==> config.mk <==
export PLATFORM = sky130hd
export DESIGN_NAME = alu_imm_pipeline
export DESIGN_NICKNAME = d
export VERILOG_FILES = /design/src/common/core_types_pkg.sv /design/src/alu_imm_pipeline/alu_imm_execute_stage.sv /design/src/alu_imm_pipeline/alu_imm_issue_stage.sv /design/src/alu_imm_pipeline/alu_imm_operand_stage.sv /design/src/alu_imm_pipeline/alu_imm_pipeline.sv
export VERILOG_INCLUDE_DIRS = /design/src /design/src/common
export SDC_FILE = /design/constraint.sdc
export NUM_CORES = 1
export LEC_CHECK = 0
export BUFFER_PORTS_ARGS = -buffer_cell sky130_fd_sc_hd__buf_2
export CELL_PAD_IN_SITES_DETAIL_PLACEMENT = 1
export CELL_PAD_IN_SITES_GLOBAL_PLACEMENT = 2
export CORE_ASPECT_RATIO = 0.5
export CORE_MARGIN = 2
export CORE_UTILIZATION = 36
export CTS_CLUSTER_DIAMETER = 200
export DETAILED_ROUTE_END_ITERATION = 10
export PLACE_DENSITY = 0.95
export SYNTH_ARGS = -nofsm -noshare
export SYNTH_HDL_FRONTEND = slang
export SYNTH_SLANG_ARGS = --single-unit
==> constraint.sdc <==
create_clock -name CLK -period 7.95 [get_ports CLK]
set_clock_uncertainty 0.15 [all_clocks]
set_input_delay 1.59 -clock CLK [delete_from_list [all_inputs] [get_ports CLK]]
set_output_delay 1.59 -clock CLK [all_outputs]
set_load 0.03 [all_outputs]
==> src/common/alu_imm_defines.svh <==
// ALU immediate pipeline sizing
// Physical register file banking, physical register count and reorder
// buffer depth, each with its matching index width

`ifndef ALU_IMM_DEFINES_SVH
`define ALU_IMM_DEFINES_SVH

// Physical register file banks
`define PRF_BANK_COUNT 4
`define LOG_PRF_BANK_COUNT 2

// Physical registers across all banks
`define PR_COUNT 64
`define LOG_PR_COUNT 6

// Reorder buffer depth
`define ROB_ENTRIES 32
`define LOG_ROB_ENTRIES 5

// Read ports per bank
`define PRF_READ_PORTS 2

`endif

==> src/common/core_types_pkg.sv <==
// Core types
// Width typedefs shared by the ALU immediate pipeline and the op encoding
// of the immediate ALU instructions

`include "alu_imm_defines.svh"

package core_types_pkg;

  // Data and immediate widths
  typedef logic [31:0] word_t;
  typedef logic [11:0] imm12_t;

  // Tags carried with an instruction
  typedef logic [`LOG_PRF_BANK_COUNT-1:0] bank_t;
  typedef logic [`LOG_PR_COUNT-1:0]       phys_reg_t;
  typedef logic [`LOG_ROB_ENTRIES-1:0]    rob_index_t;

  // Immediate ALU ops
  typedef enum logic [3:0] {
    ALU_ADDI  = 4'h0,
    ALU_SLTI  = 4'h1,
    ALU_SLTIU = 4'h2,
    ALU_XORI  = 4'h3,
    ALU_ORI   = 4'h4,
    ALU_ANDI  = 4'h5,
    ALU_SLLI  = 4'h6,
    ALU_SRLI  = 4'h7,
    ALU_SRAI  = 4'h8,
    // Sign-extended immediate passes through
    ALU_LOADI = 4'h9
  } alu_imm_op_t;

endpackage

==> src/alu_imm_pipeline/alu_imm_execute_stage.sv <==
// ALU immediate execute and writeback stage
// Computes the result of an immediate ALU op from operand A and the
// sign-extended immediate, then registers it with its destination and
// reorder buffer tags. Writeback outputs hold still under back-pressure.

`timescale 1ns/1ps

module alu_imm_execute_stage import core_types_pkg::*; (
  input  logic        CLK,
  input  logic        nRST,

  // From the operand stage
  input  logic        in_valid,
  output logic        in_ready,
  input  alu_imm_op_t in_op,
  input  word_t       in_imm,
  input  word_t       in_A,
  input  phys_reg_t   in_dest_PR,
  input  rob_index_t  in_ROB_index,

  // Writeback
  output logic        WB_valid,
  output word_t       WB_data,
  output phys_reg_t   WB_PR,
  output rob_index_t  WB_ROB_index,
  input  logic        WB_ready
);

  logic       accept;
  logic [4:0] shamt;
  word_t      result;

  assign in_ready = ~WB_valid | WB_ready;
  assign accept   = in_valid & in_ready;

  // Shift amount from the low immediate bits
  assign shamt = in_imm[4:0];

  always_comb begin
    case (in_op)
      ALU_ADDI:  result = in_A + in_imm;
      ALU_SLTI:  result = {31'b0, $signed(in_A) < $signed(in_imm)};
      ALU_SLTIU: result = {31'b0, in_A < in_imm};
      ALU_XORI:  result = in_A ^ in_imm;
      ALU_ORI:   result = in_A | in_imm;
      ALU_ANDI:  result = in_A & in_imm;
      ALU_SLLI:  result = in_A << shamt;
      ALU_SRLI:  result = in_A >> shamt;
      ALU_SRAI:  result = word_t'($signed(in_A) >>> shamt);
      ALU_LOADI: result = in_imm;
      default:   result = '0;
    endcase
  end

  // Writeback valid drops only once the consumer has taken the result
  always_ff @(posedge CLK or negedge nRST) begin
    if (!nRST) begin
      WB_valid <= 1'b0;
    end else if (accept) begin
      WB_valid <= 1'b1;
    end else if (WB_ready) begin
      WB_valid <= 1'b0;
    end
  end

  always_ff @(posedge CLK) begin
    if (accept) begin
      WB_data      <= result;
      WB_PR        <= in_dest_PR;
      WB_ROB_index <= in_ROB_index;
    end
  end

endmodule

==> src/alu_imm_pipeline/alu_imm_issue_stage.sv <==
// ALU immediate issue stage
// Captures an issued I-type instruction into the first pipeline register
// and sign-extends its 12-bit immediate to a full word. The instruction
// is held while the operand stage cannot take it.

`timescale 1ns/1ps

module alu_imm_issue_stage import core_types_pkg::*; (
  input  logic        CLK,
  input  logic        nRST,

  // From the issuer
  input  logic        issue_valid,
  input  alu_imm_op_t issue_op,
  input  imm12_t      issue_imm12,
  input  logic        issue_A_forward,
  input  logic        issue_A_is_zero,
  input  bank_t       issue_A_bank,
  input  phys_reg_t   issue_dest_PR,
  input  rob_index_t  issue_ROB_index,
  output logic        issue_ready,

  // To the operand stage
  output logic        out_valid,
  input  logic        out_ready,
  output alu_imm_op_t out_op,
  output word_t       out_imm,
  output logic        out_A_forward,
  output logic        out_A_is_zero,
  output bank_t       out_A_bank,
  output phys_reg_t   out_dest_PR,
  output rob_index_t  out_ROB_index
);

  logic accept;

  // Take a new instruction when empty or when the held one leaves now
  assign issue_ready = ~out_valid | out_ready;
  assign accept      = issue_valid & issue_ready;

  // Stage occupancy
  always_ff @(posedge CLK or negedge nRST) begin
    if (!nRST) begin
      out_valid <= 1'b0;
    end else if (accept) begin
      out_valid <= 1'b1;
    end else if (out_ready) begin
      out_valid <= 1'b0;
    end
  end

  // Instruction fields, loaded only on a transfer
  always_ff @(posedge CLK) begin
    if (accept) begin
      out_op        <= issue_op;
      out_imm       <= {{20{issue_imm12[11]}}, issue_imm12};
      out_A_forward <= issue_A_forward;
      out_A_is_zero <= issue_A_is_zero;
      out_A_bank    <= issue_A_bank;
      out_dest_PR   <= issue_dest_PR;
      out_ROB_index <= issue_ROB_index;
    end
  end

endmodule

==> src/alu_imm_pipeline/alu_imm_operand_stage.sv <==
// ALU immediate operand stage
// Resolves operand A as hard zero, a forwarded bank value or a register
// file read. A register read must be acknowledged before the instruction
// moves on; read data that arrives while the stage is blocked is kept
// until the instruction is accepted.

`timescale 1ns/1ps

`include "alu_imm_defines.svh"

module alu_imm_operand_stage import core_types_pkg::*; (
  input  logic        CLK,
  input  logic        nRST,

  // From the issue stage
  input  logic        in_valid,
  output logic        in_ready,
  input  alu_imm_op_t in_op,
  input  word_t       in_imm,
  input  logic        in_A_forward,
  input  logic        in_A_is_zero,
  input  bank_t       in_A_bank,
  input  phys_reg_t   in_dest_PR,
  input  rob_index_t  in_ROB_index,

  // Register file read and forwarding network
  input  logic        A_reg_read_ack,
  input  logic        A_reg_read_port,
  input  word_t [`PRF_BANK_COUNT-1:0][`PRF_READ_PORTS-1:0] reg_read_data_by_bank_by_port,
  input  word_t [`PRF_BANK_COUNT-1:0] forward_data_by_bank,

  // To the execute stage
  output logic        out_valid,
  input  logic        out_ready,
  output alu_imm_op_t out_op,
  output word_t       out_imm,
  output word_t       out_A,
  output phys_reg_t   out_dest_PR,
  output rob_index_t  out_ROB_index
);

  logic  needs_read;
  logic  read_held;
  word_t read_hold_data;
  word_t read_data;
  logic  resolved;
  logic  accept;
  word_t operand_a;

  assign needs_read = ~in_A_is_zero & ~in_A_forward;
  assign read_data  = reg_read_data_by_bank_by_port[in_A_bank][A_reg_read_port];

  // Operand known this cycle
  assign resolved = ~needs_read | A_reg_read_ack | read_held;

  assign in_ready = resolved & (~out_valid | out_ready);
  assign accept   = in_valid & in_ready;

  always_comb begin
    if (in_A_is_zero) begin
      operand_a = '0;
    end else if (in_A_forward) begin
      operand_a = forward_data_by_bank[in_A_bank];
    end else if (read_held) begin
      operand_a = read_hold_data;
    end else begin
      operand_a = read_data;
    end
  end

  // Keep the first acknowledged read if the instruction cannot leave yet
  always_ff @(posedge CLK or negedge nRST) begin
    if (!nRST) begin
      read_held <= 1'b0;
    end else if (accept) begin
      read_held <= 1'b0;
    end else if (in_valid & needs_read & A_reg_read_ack) begin
      read_held <= 1'b1;
    end
  end

  always_ff @(posedge CLK) begin
    if (in_valid & needs_read & A_reg_read_ack & ~read_held) begin
      read_hold_data <= read_data;
    end
  end

  // Stage occupancy
  always_ff @(posedge CLK or negedge nRST) begin
    if (!nRST) begin
      out_valid <= 1'b0;
    end else if (accept) begin
      out_valid <= 1'b1;
    end else if (out_ready) begin
      out_valid <= 1'b0;
    end
  end

  always_ff @(posedge CLK) begin
    if (accept) begin
      out_op        <= in_op;
      out_imm       <= in_imm;
      out_A         <= operand_a;
      out_dest_PR   <= in_dest_PR;
      out_ROB_index <= in_ROB_index;
    end
  end

endmodule

==> src/alu_imm_pipeline/alu_imm_pipeline.sv <==
// ALU immediate pipeline
// Execution lane for issued I-type instructions: issue capture, operand
// resolution and execute/writeback, chained by valid/ready links

`timescale 1ns/1ps

`include "alu_imm_defines.svh"

module alu_imm_pipeline import core_types_pkg::*; (
  input  logic        CLK,
  input  logic        nRST,

  // Issue
  input  logic        issue_valid,
  output logic        issue_ready,
  input  alu_imm_op_t issue_op,
  input  imm12_t      issue_imm12,
  input  logic        issue_A_forward,
  input  logic        issue_A_is_zero,
  input  bank_t       issue_A_bank,
  input  phys_reg_t   issue_dest_PR,
  input  rob_index_t  issue_ROB_index,

  // Register read and forwarding
  input  logic        A_reg_read_ack,
  input  logic        A_reg_read_port,
  input  word_t [`PRF_BANK_COUNT-1:0][`PRF_READ_PORTS-1:0] reg_read_data_by_bank_by_port,
  input  word_t [`PRF_BANK_COUNT-1:0] forward_data_by_bank,

  // Writeback
  output logic        WB_valid,
  input  logic        WB_ready,
  output word_t       WB_data,
  output phys_reg_t   WB_PR,
  output rob_index_t  WB_ROB_index
);

  // Issue to operand link
  logic        iss_valid;
  logic        iss_ready;
  alu_imm_op_t iss_op;
  word_t       iss_imm;
  logic        iss_A_forward;
  logic        iss_A_is_zero;
  bank_t       iss_A_bank;
  phys_reg_t   iss_dest_PR;
  rob_index_t  iss_ROB_index;

  // Operand to execute link
  logic        opr_valid;
  logic        opr_ready;
  alu_imm_op_t opr_op;
  word_t       opr_imm;
  word_t       opr_A;
  phys_reg_t   opr_dest_PR;
  rob_index_t  opr_ROB_index;

  alu_imm_issue_stage u_issue (
    .CLK             (CLK),
    .nRST            (nRST),
    .issue_valid     (issue_valid),
    .issue_op        (issue_op),
    .issue_imm12     (issue_imm12),
    .issue_A_forward (issue_A_forward),
    .issue_A_is_zero (issue_A_is_zero),
    .issue_A_bank    (issue_A_bank),
    .issue_dest_PR   (issue_dest_PR),
    .issue_ROB_index (issue_ROB_index),
    .issue_ready     (issue_ready),
    .out_valid       (iss_valid),
    .out_ready       (iss_ready),
    .out_op          (iss_op),
    .out_imm         (iss_imm),
    .out_A_forward   (iss_A_forward),
    .out_A_is_zero   (iss_A_is_zero),
    .out_A_bank      (iss_A_bank),
    .out_dest_PR     (iss_dest_PR),
    .out_ROB_index   (iss_ROB_index)
  );

  alu_imm_operand_stage u_operand (
    .CLK                           (CLK),
    .nRST                          (nRST),
    .in_valid                      (iss_valid),
    .in_ready                      (iss_ready),
    .in_op                         (iss_op),
    .in_imm                        (iss_imm),
    .in_A_forward                  (iss_A_forward),
    .in_A_is_zero                  (iss_A_is_zero),
    .in_A_bank                     (iss_A_bank),
    .in_dest_PR                    (iss_dest_PR),
    .in_ROB_index                  (iss_ROB_index),
    .A_reg_read_ack                (A_reg_read_ack),
    .A_reg_read_port               (A_reg_read_port),
    .reg_read_data_by_bank_by_port (reg_read_data_by_bank_by_port),
    .forward_data_by_bank          (forward_data_by_bank),
    .out_valid                     (opr_valid),
    .out_ready                     (opr_ready),
    .out_op                        (opr_op),
    .out_imm                       (opr_imm),
    .out_A                         (opr_A),
    .out_dest_PR                   (opr_dest_PR),
    .out_ROB_index                 (opr_ROB_index)
  );

  alu_imm_execute_stage u_execute (
    .CLK          (CLK),
    .nRST         (nRST),
    .in_valid     (opr_valid),
    .in_ready     (opr_ready),
    .in_op        (opr_op),
    .in_imm       (opr_imm),
    .in_A         (opr_A),
    .in_dest_PR   (opr_dest_PR),
    .in_ROB_index (opr_ROB_index),
    .WB_valid     (WB_valid),
    .WB_data      (WB_data),
    .WB_PR        (WB_PR),
    .WB_ROB_index (WB_ROB_index),
    .WB_ready     (WB_ready)
  );

endmodule

==> results by group <==
Drt
  • Final ANT Viol Nets: 0
  • Drt drc: 0
  • DRT Wirelength: 77,800 um
  • Vias: 16,528
  • Routed len/inst: 29.7 um
  • Count of TritonRoute iterations in the first routing pass: 5
  • DR iter-0 viols: 1,971
  • Vias per inst: 6.32

Pwr
  • Logic pwr share: 49.8%
  • Static Leak: 8.15 nW
  • Flop pwr share: 29.5%
  • Max IR drop VDD: ~0.16 mV
  • Total power: roughly 4.5 mW
  • Clock network fraction of total power: 20.7%
  • Cell area power density: between 200 and 250 nW/um2
  • Sw power: 2.06 mW
  • Switch share: approximately 46%
  • Int Pwr: 2.43 mW

Cells and area
  • Share of cells above drive strength 1: 38.0%
  • Area growth, synth to finish: 20.7%
  • Finished Cell Area: 20,100 um2
  • Final nets: 2,518

Synthesis
  • Number of enable flip-flop cells after synthesis: 165
  • Syn_nets: 2,127
  • Share of the synthesized area in the top cell type: 29.7%
  • Synth warn: 0
  • Async SR Flop Fraction: under 10%
  • Count of state elements after synthesis: 169
  • Syn Area/Cell: 10.4 um2
  • Most frequent cell after synthesis: edfxtp_1
  • Top FF cell, synth: edfxtp_1
  • Seq/Total Area, Yosys: 30.3%
  • Synth unique cells: 82
  • Synth Cell Area: 16,700 um2
  • Cell count after synthesis: between 1,500 and 2,000
  • Synth cell count leaders: 165 x edfxtp_1, 164 x nor2_1, 140 x a21oi_1
  • Largest cells by area after synthesis: edfxtp_1 30%, mux4_2 19%, ha_1 7.3%
  • Post-synth top area cell: edfxtp_1

Clock tree
  • Hold_buf cts: 0
  • Post-CTS Setup Bufs: 0
  • PostCTS Resize Cnt: 0
  • CTS tree: done
  • Cts bufs inserted: 17
  • Clock slew at reported path FFs: 0.07 ns
  • Sink Count: 169
  • H-tree depth: 4
  • Root Buffer: clkbuf_16
  • Worst skew pair latency: 0.47 ns
  • Clock tree buffer depth: 2

Global route
  • Largest net degree at the start of global routing: 73
  • GR Util All Layers: between 30% and 40%
  • Grt ovf: 0
  • Antenna violations before repair: 8
  • First-pass GRT wire length: 112,000 um
  • Vias in the first global route: around 16,000

Placement
  • PortBufs: between 400 and 500
  • Area after DPL: between 15,000 and 20,000 um2
  • Gp weighted congestion: 1.03
  • DP HPWL: roughly 60,000 um

Setup path
  • Worst-path fanout max: 3
  • CP Class: in2out
  • Worst Path Arrival: 2.68 ns
  • Setup crit end kind: primary output
  • Reg2reg setup slack: 3.74 ns
  • CP required: 6.21 ns
  • Startpoint types: primary input

Timing
  • Worst-Margin Slew: approximately 1.0 ns
  • Max Freq: 226 MHz
  • Final Setup Violations: 0
  • RSZ-0062 raised after global routing: no
  • Hold Violations, Final: 0
  • Period utilisation layout: 55.6%
  • Sum Neg Setup Slack: 0 ns
  • Tmin final: approximately 4.4 ns
  • Max Transition Viols Final: 0
  • Worst slew margin: 31.3%

Outcome
  • Status: finished, final reports clean

Floorplanning
  • Die area: 48,100 um2
  • Die width: 308 um
  • Die Y: 156 um
  • Row Count: 55
  • I/O Pins: 466
  • CORE AREA: 45,400 um2
  • Starting Density: 36.7%

Job
  • Max-Cap Viols: 0

Hold path
  • Min-Delay Path Class: reg2reg
## metal layers
| metal | GRT usage, % | up-vias | part of all wire [%] |
|---|---|---|---|
| li1 | - | 7048 | - |
| met1 | 42.8 | 8299 | 41 |
| met2 | 50.8 | 1025 | 47 |
| met3 | 5.19 | 154 | 9.0 |
| met4 | 11.5 | 2 | 3.3 |
| met5 | 0 | - | 0.014 |
## registers in the layout (all words and copies together) (netlist names), 2 cells and up
| signal | flops |
|---|---|
| u_operand.out_imm | 12 |
| u_execute.WB_ROB_index | 5 |
| u_operand.out_op | 4 |
| u_operand.out_A | 32 |
| u_issue.out_A_bank | 2 |
| u_operand.out_ROB_index | 5 |
| u_operand.read_hold_data | 32 |
| u_issue.out_op | 4 |
| u_execute.WB_data | 32 |
| u_operand.out_dest_PR | 6 |
| u_issue.out_imm | 12 |
| u_issue.out_ROB_index | 5 |
| u_issue.out_dest_PR | 6 |
| u_execute.WB_PR | 6 |
## layout by cell type, fill, tap and decap left out, types with 6 or more instances in the layout
cell / Yosys / final
nand3_1: 18 / 18
a21o_1: 8 / 8
xor2_1: 6 / 6
xnor2_1: 15 / 15
buf_2: 37 / 465
buf_4: 11 / 42
ha_1: 97 / 97
inv_12: 0 / 6
nand2_1: 112 / 112
a22oi_1: 22 / 22
nand4_1: 16 / 16
o22ai_1: 13 / 13
nor2b_1: 10 / 10
nor4_1: 16 / 15
o21bai_1: 8 / 8
o2111ai_1: 6 / 6
edfxtp_1: 165 / 165
a211o_1: 11 / 11
mux4_2: 137 / 137
inv_1: 60 / 58
a21oi_1: 140 / 140
nand2b_1: 19 / 19
a211oi_1: 20 / 20
nor2_1: 164 / 161
clkbuf_16: 0 / 17
o221ai_1: 18 / 18
o31ai_1: 8 / 8
a221oi_1: 13 / 13
diode_2: 0 / 6
mux2_2: 61 / 61
mux2i_1: 84 / 84
o211ai_1: 22 / 22
nor3_1: 23 / 23
o21ai_0: 74 / 74
a31oi_1: 12 / 12
## power by group through the flow
stage	Sequential, mW	Combinational, mW	Clock (mW)
after floorplan	1.38	1.33	0
after global placement	1.32	2.12	0
after detailed placement	1.33	2.16	0
after CTS	1.31	2.18	0.939
after global routing	1.33	2.36	0.966
final	1.32	2.23	0.930
## stage by stage
step	hold slack (ns)	util [%]	instances	worst slack, ns
2_1_floorplan	0.250	-	1608	3.05
3_3_place_gp	0.250	42.8	2578	3.56
3_5_place_dp	0.256	42.8	2578	3.52
4_1_cts	0.277	44.2	2610	3.52
5_1_grt	0.284	44.3	2614	3.41
6_report	0.275	44.3	2616	3.53
## final timing paths
path | startpoint | end | cells past startpoint
max in group asynchronous | nRST | u_execute.WB_valid$_DFFE_PN0P_ | 1
min in group asynchronous | nRST | u_issue.out_valid$_DFFE_PN0P_ | 1
setup / recovery | A_reg_read_ack | issue_ready | 4
setup reg to reg | u_operand.out_imm[4]$_DFFE_PP_ | u_execute.WB_data[21]$_DFFE_PP_ | 11
hold / removal | u_issue.out_imm[8]$_DFFE_PP_ | u_operand.out_imm[8]$_DFFE_PP_ | 0
hold reg to reg | u_issue.out_imm[8]$_DFFE_PP_ | u_operand.out_imm[8]$_DFFE_PP_ | 0
## cell type report
type	instances	area (um2)
fillers	5211	25300
multi-input cells	1241	10800
flip-flops and latches	169	5060
repair buffers	507	2640
well taps	598	748
clock buffers	17	425
inverters	63	236
clock inverters	15	216
diodes	6	15.0
## critical path, stage by stage
cell	delay (ns)
buf_2	0.12
nor4_1	0.48
o21ai_0	0.25
buf_2	0.24
## kinds of logic (layout without fill, tap and decap cells)
group | after synthesis | in the layout | synth area share, %
AO/OA/AOI/OAI | 429 | 429 | 16.7
AND/OR/NAND/NOR | 405 | 405 | 10.9
multiplexers | 288 | 288 | 28.3
buffers and inverters | 198 | 602 | 5.26
flip-flops | 169 | 169 | 30.3
adder cells (fa/ha/maj) | 98 | 98 | 7.40
XOR/XNOR | 21 | 21 | 1.10
other | 0 | 6 | 0
No activity file was read; power rests on OpenSTA's default activity.
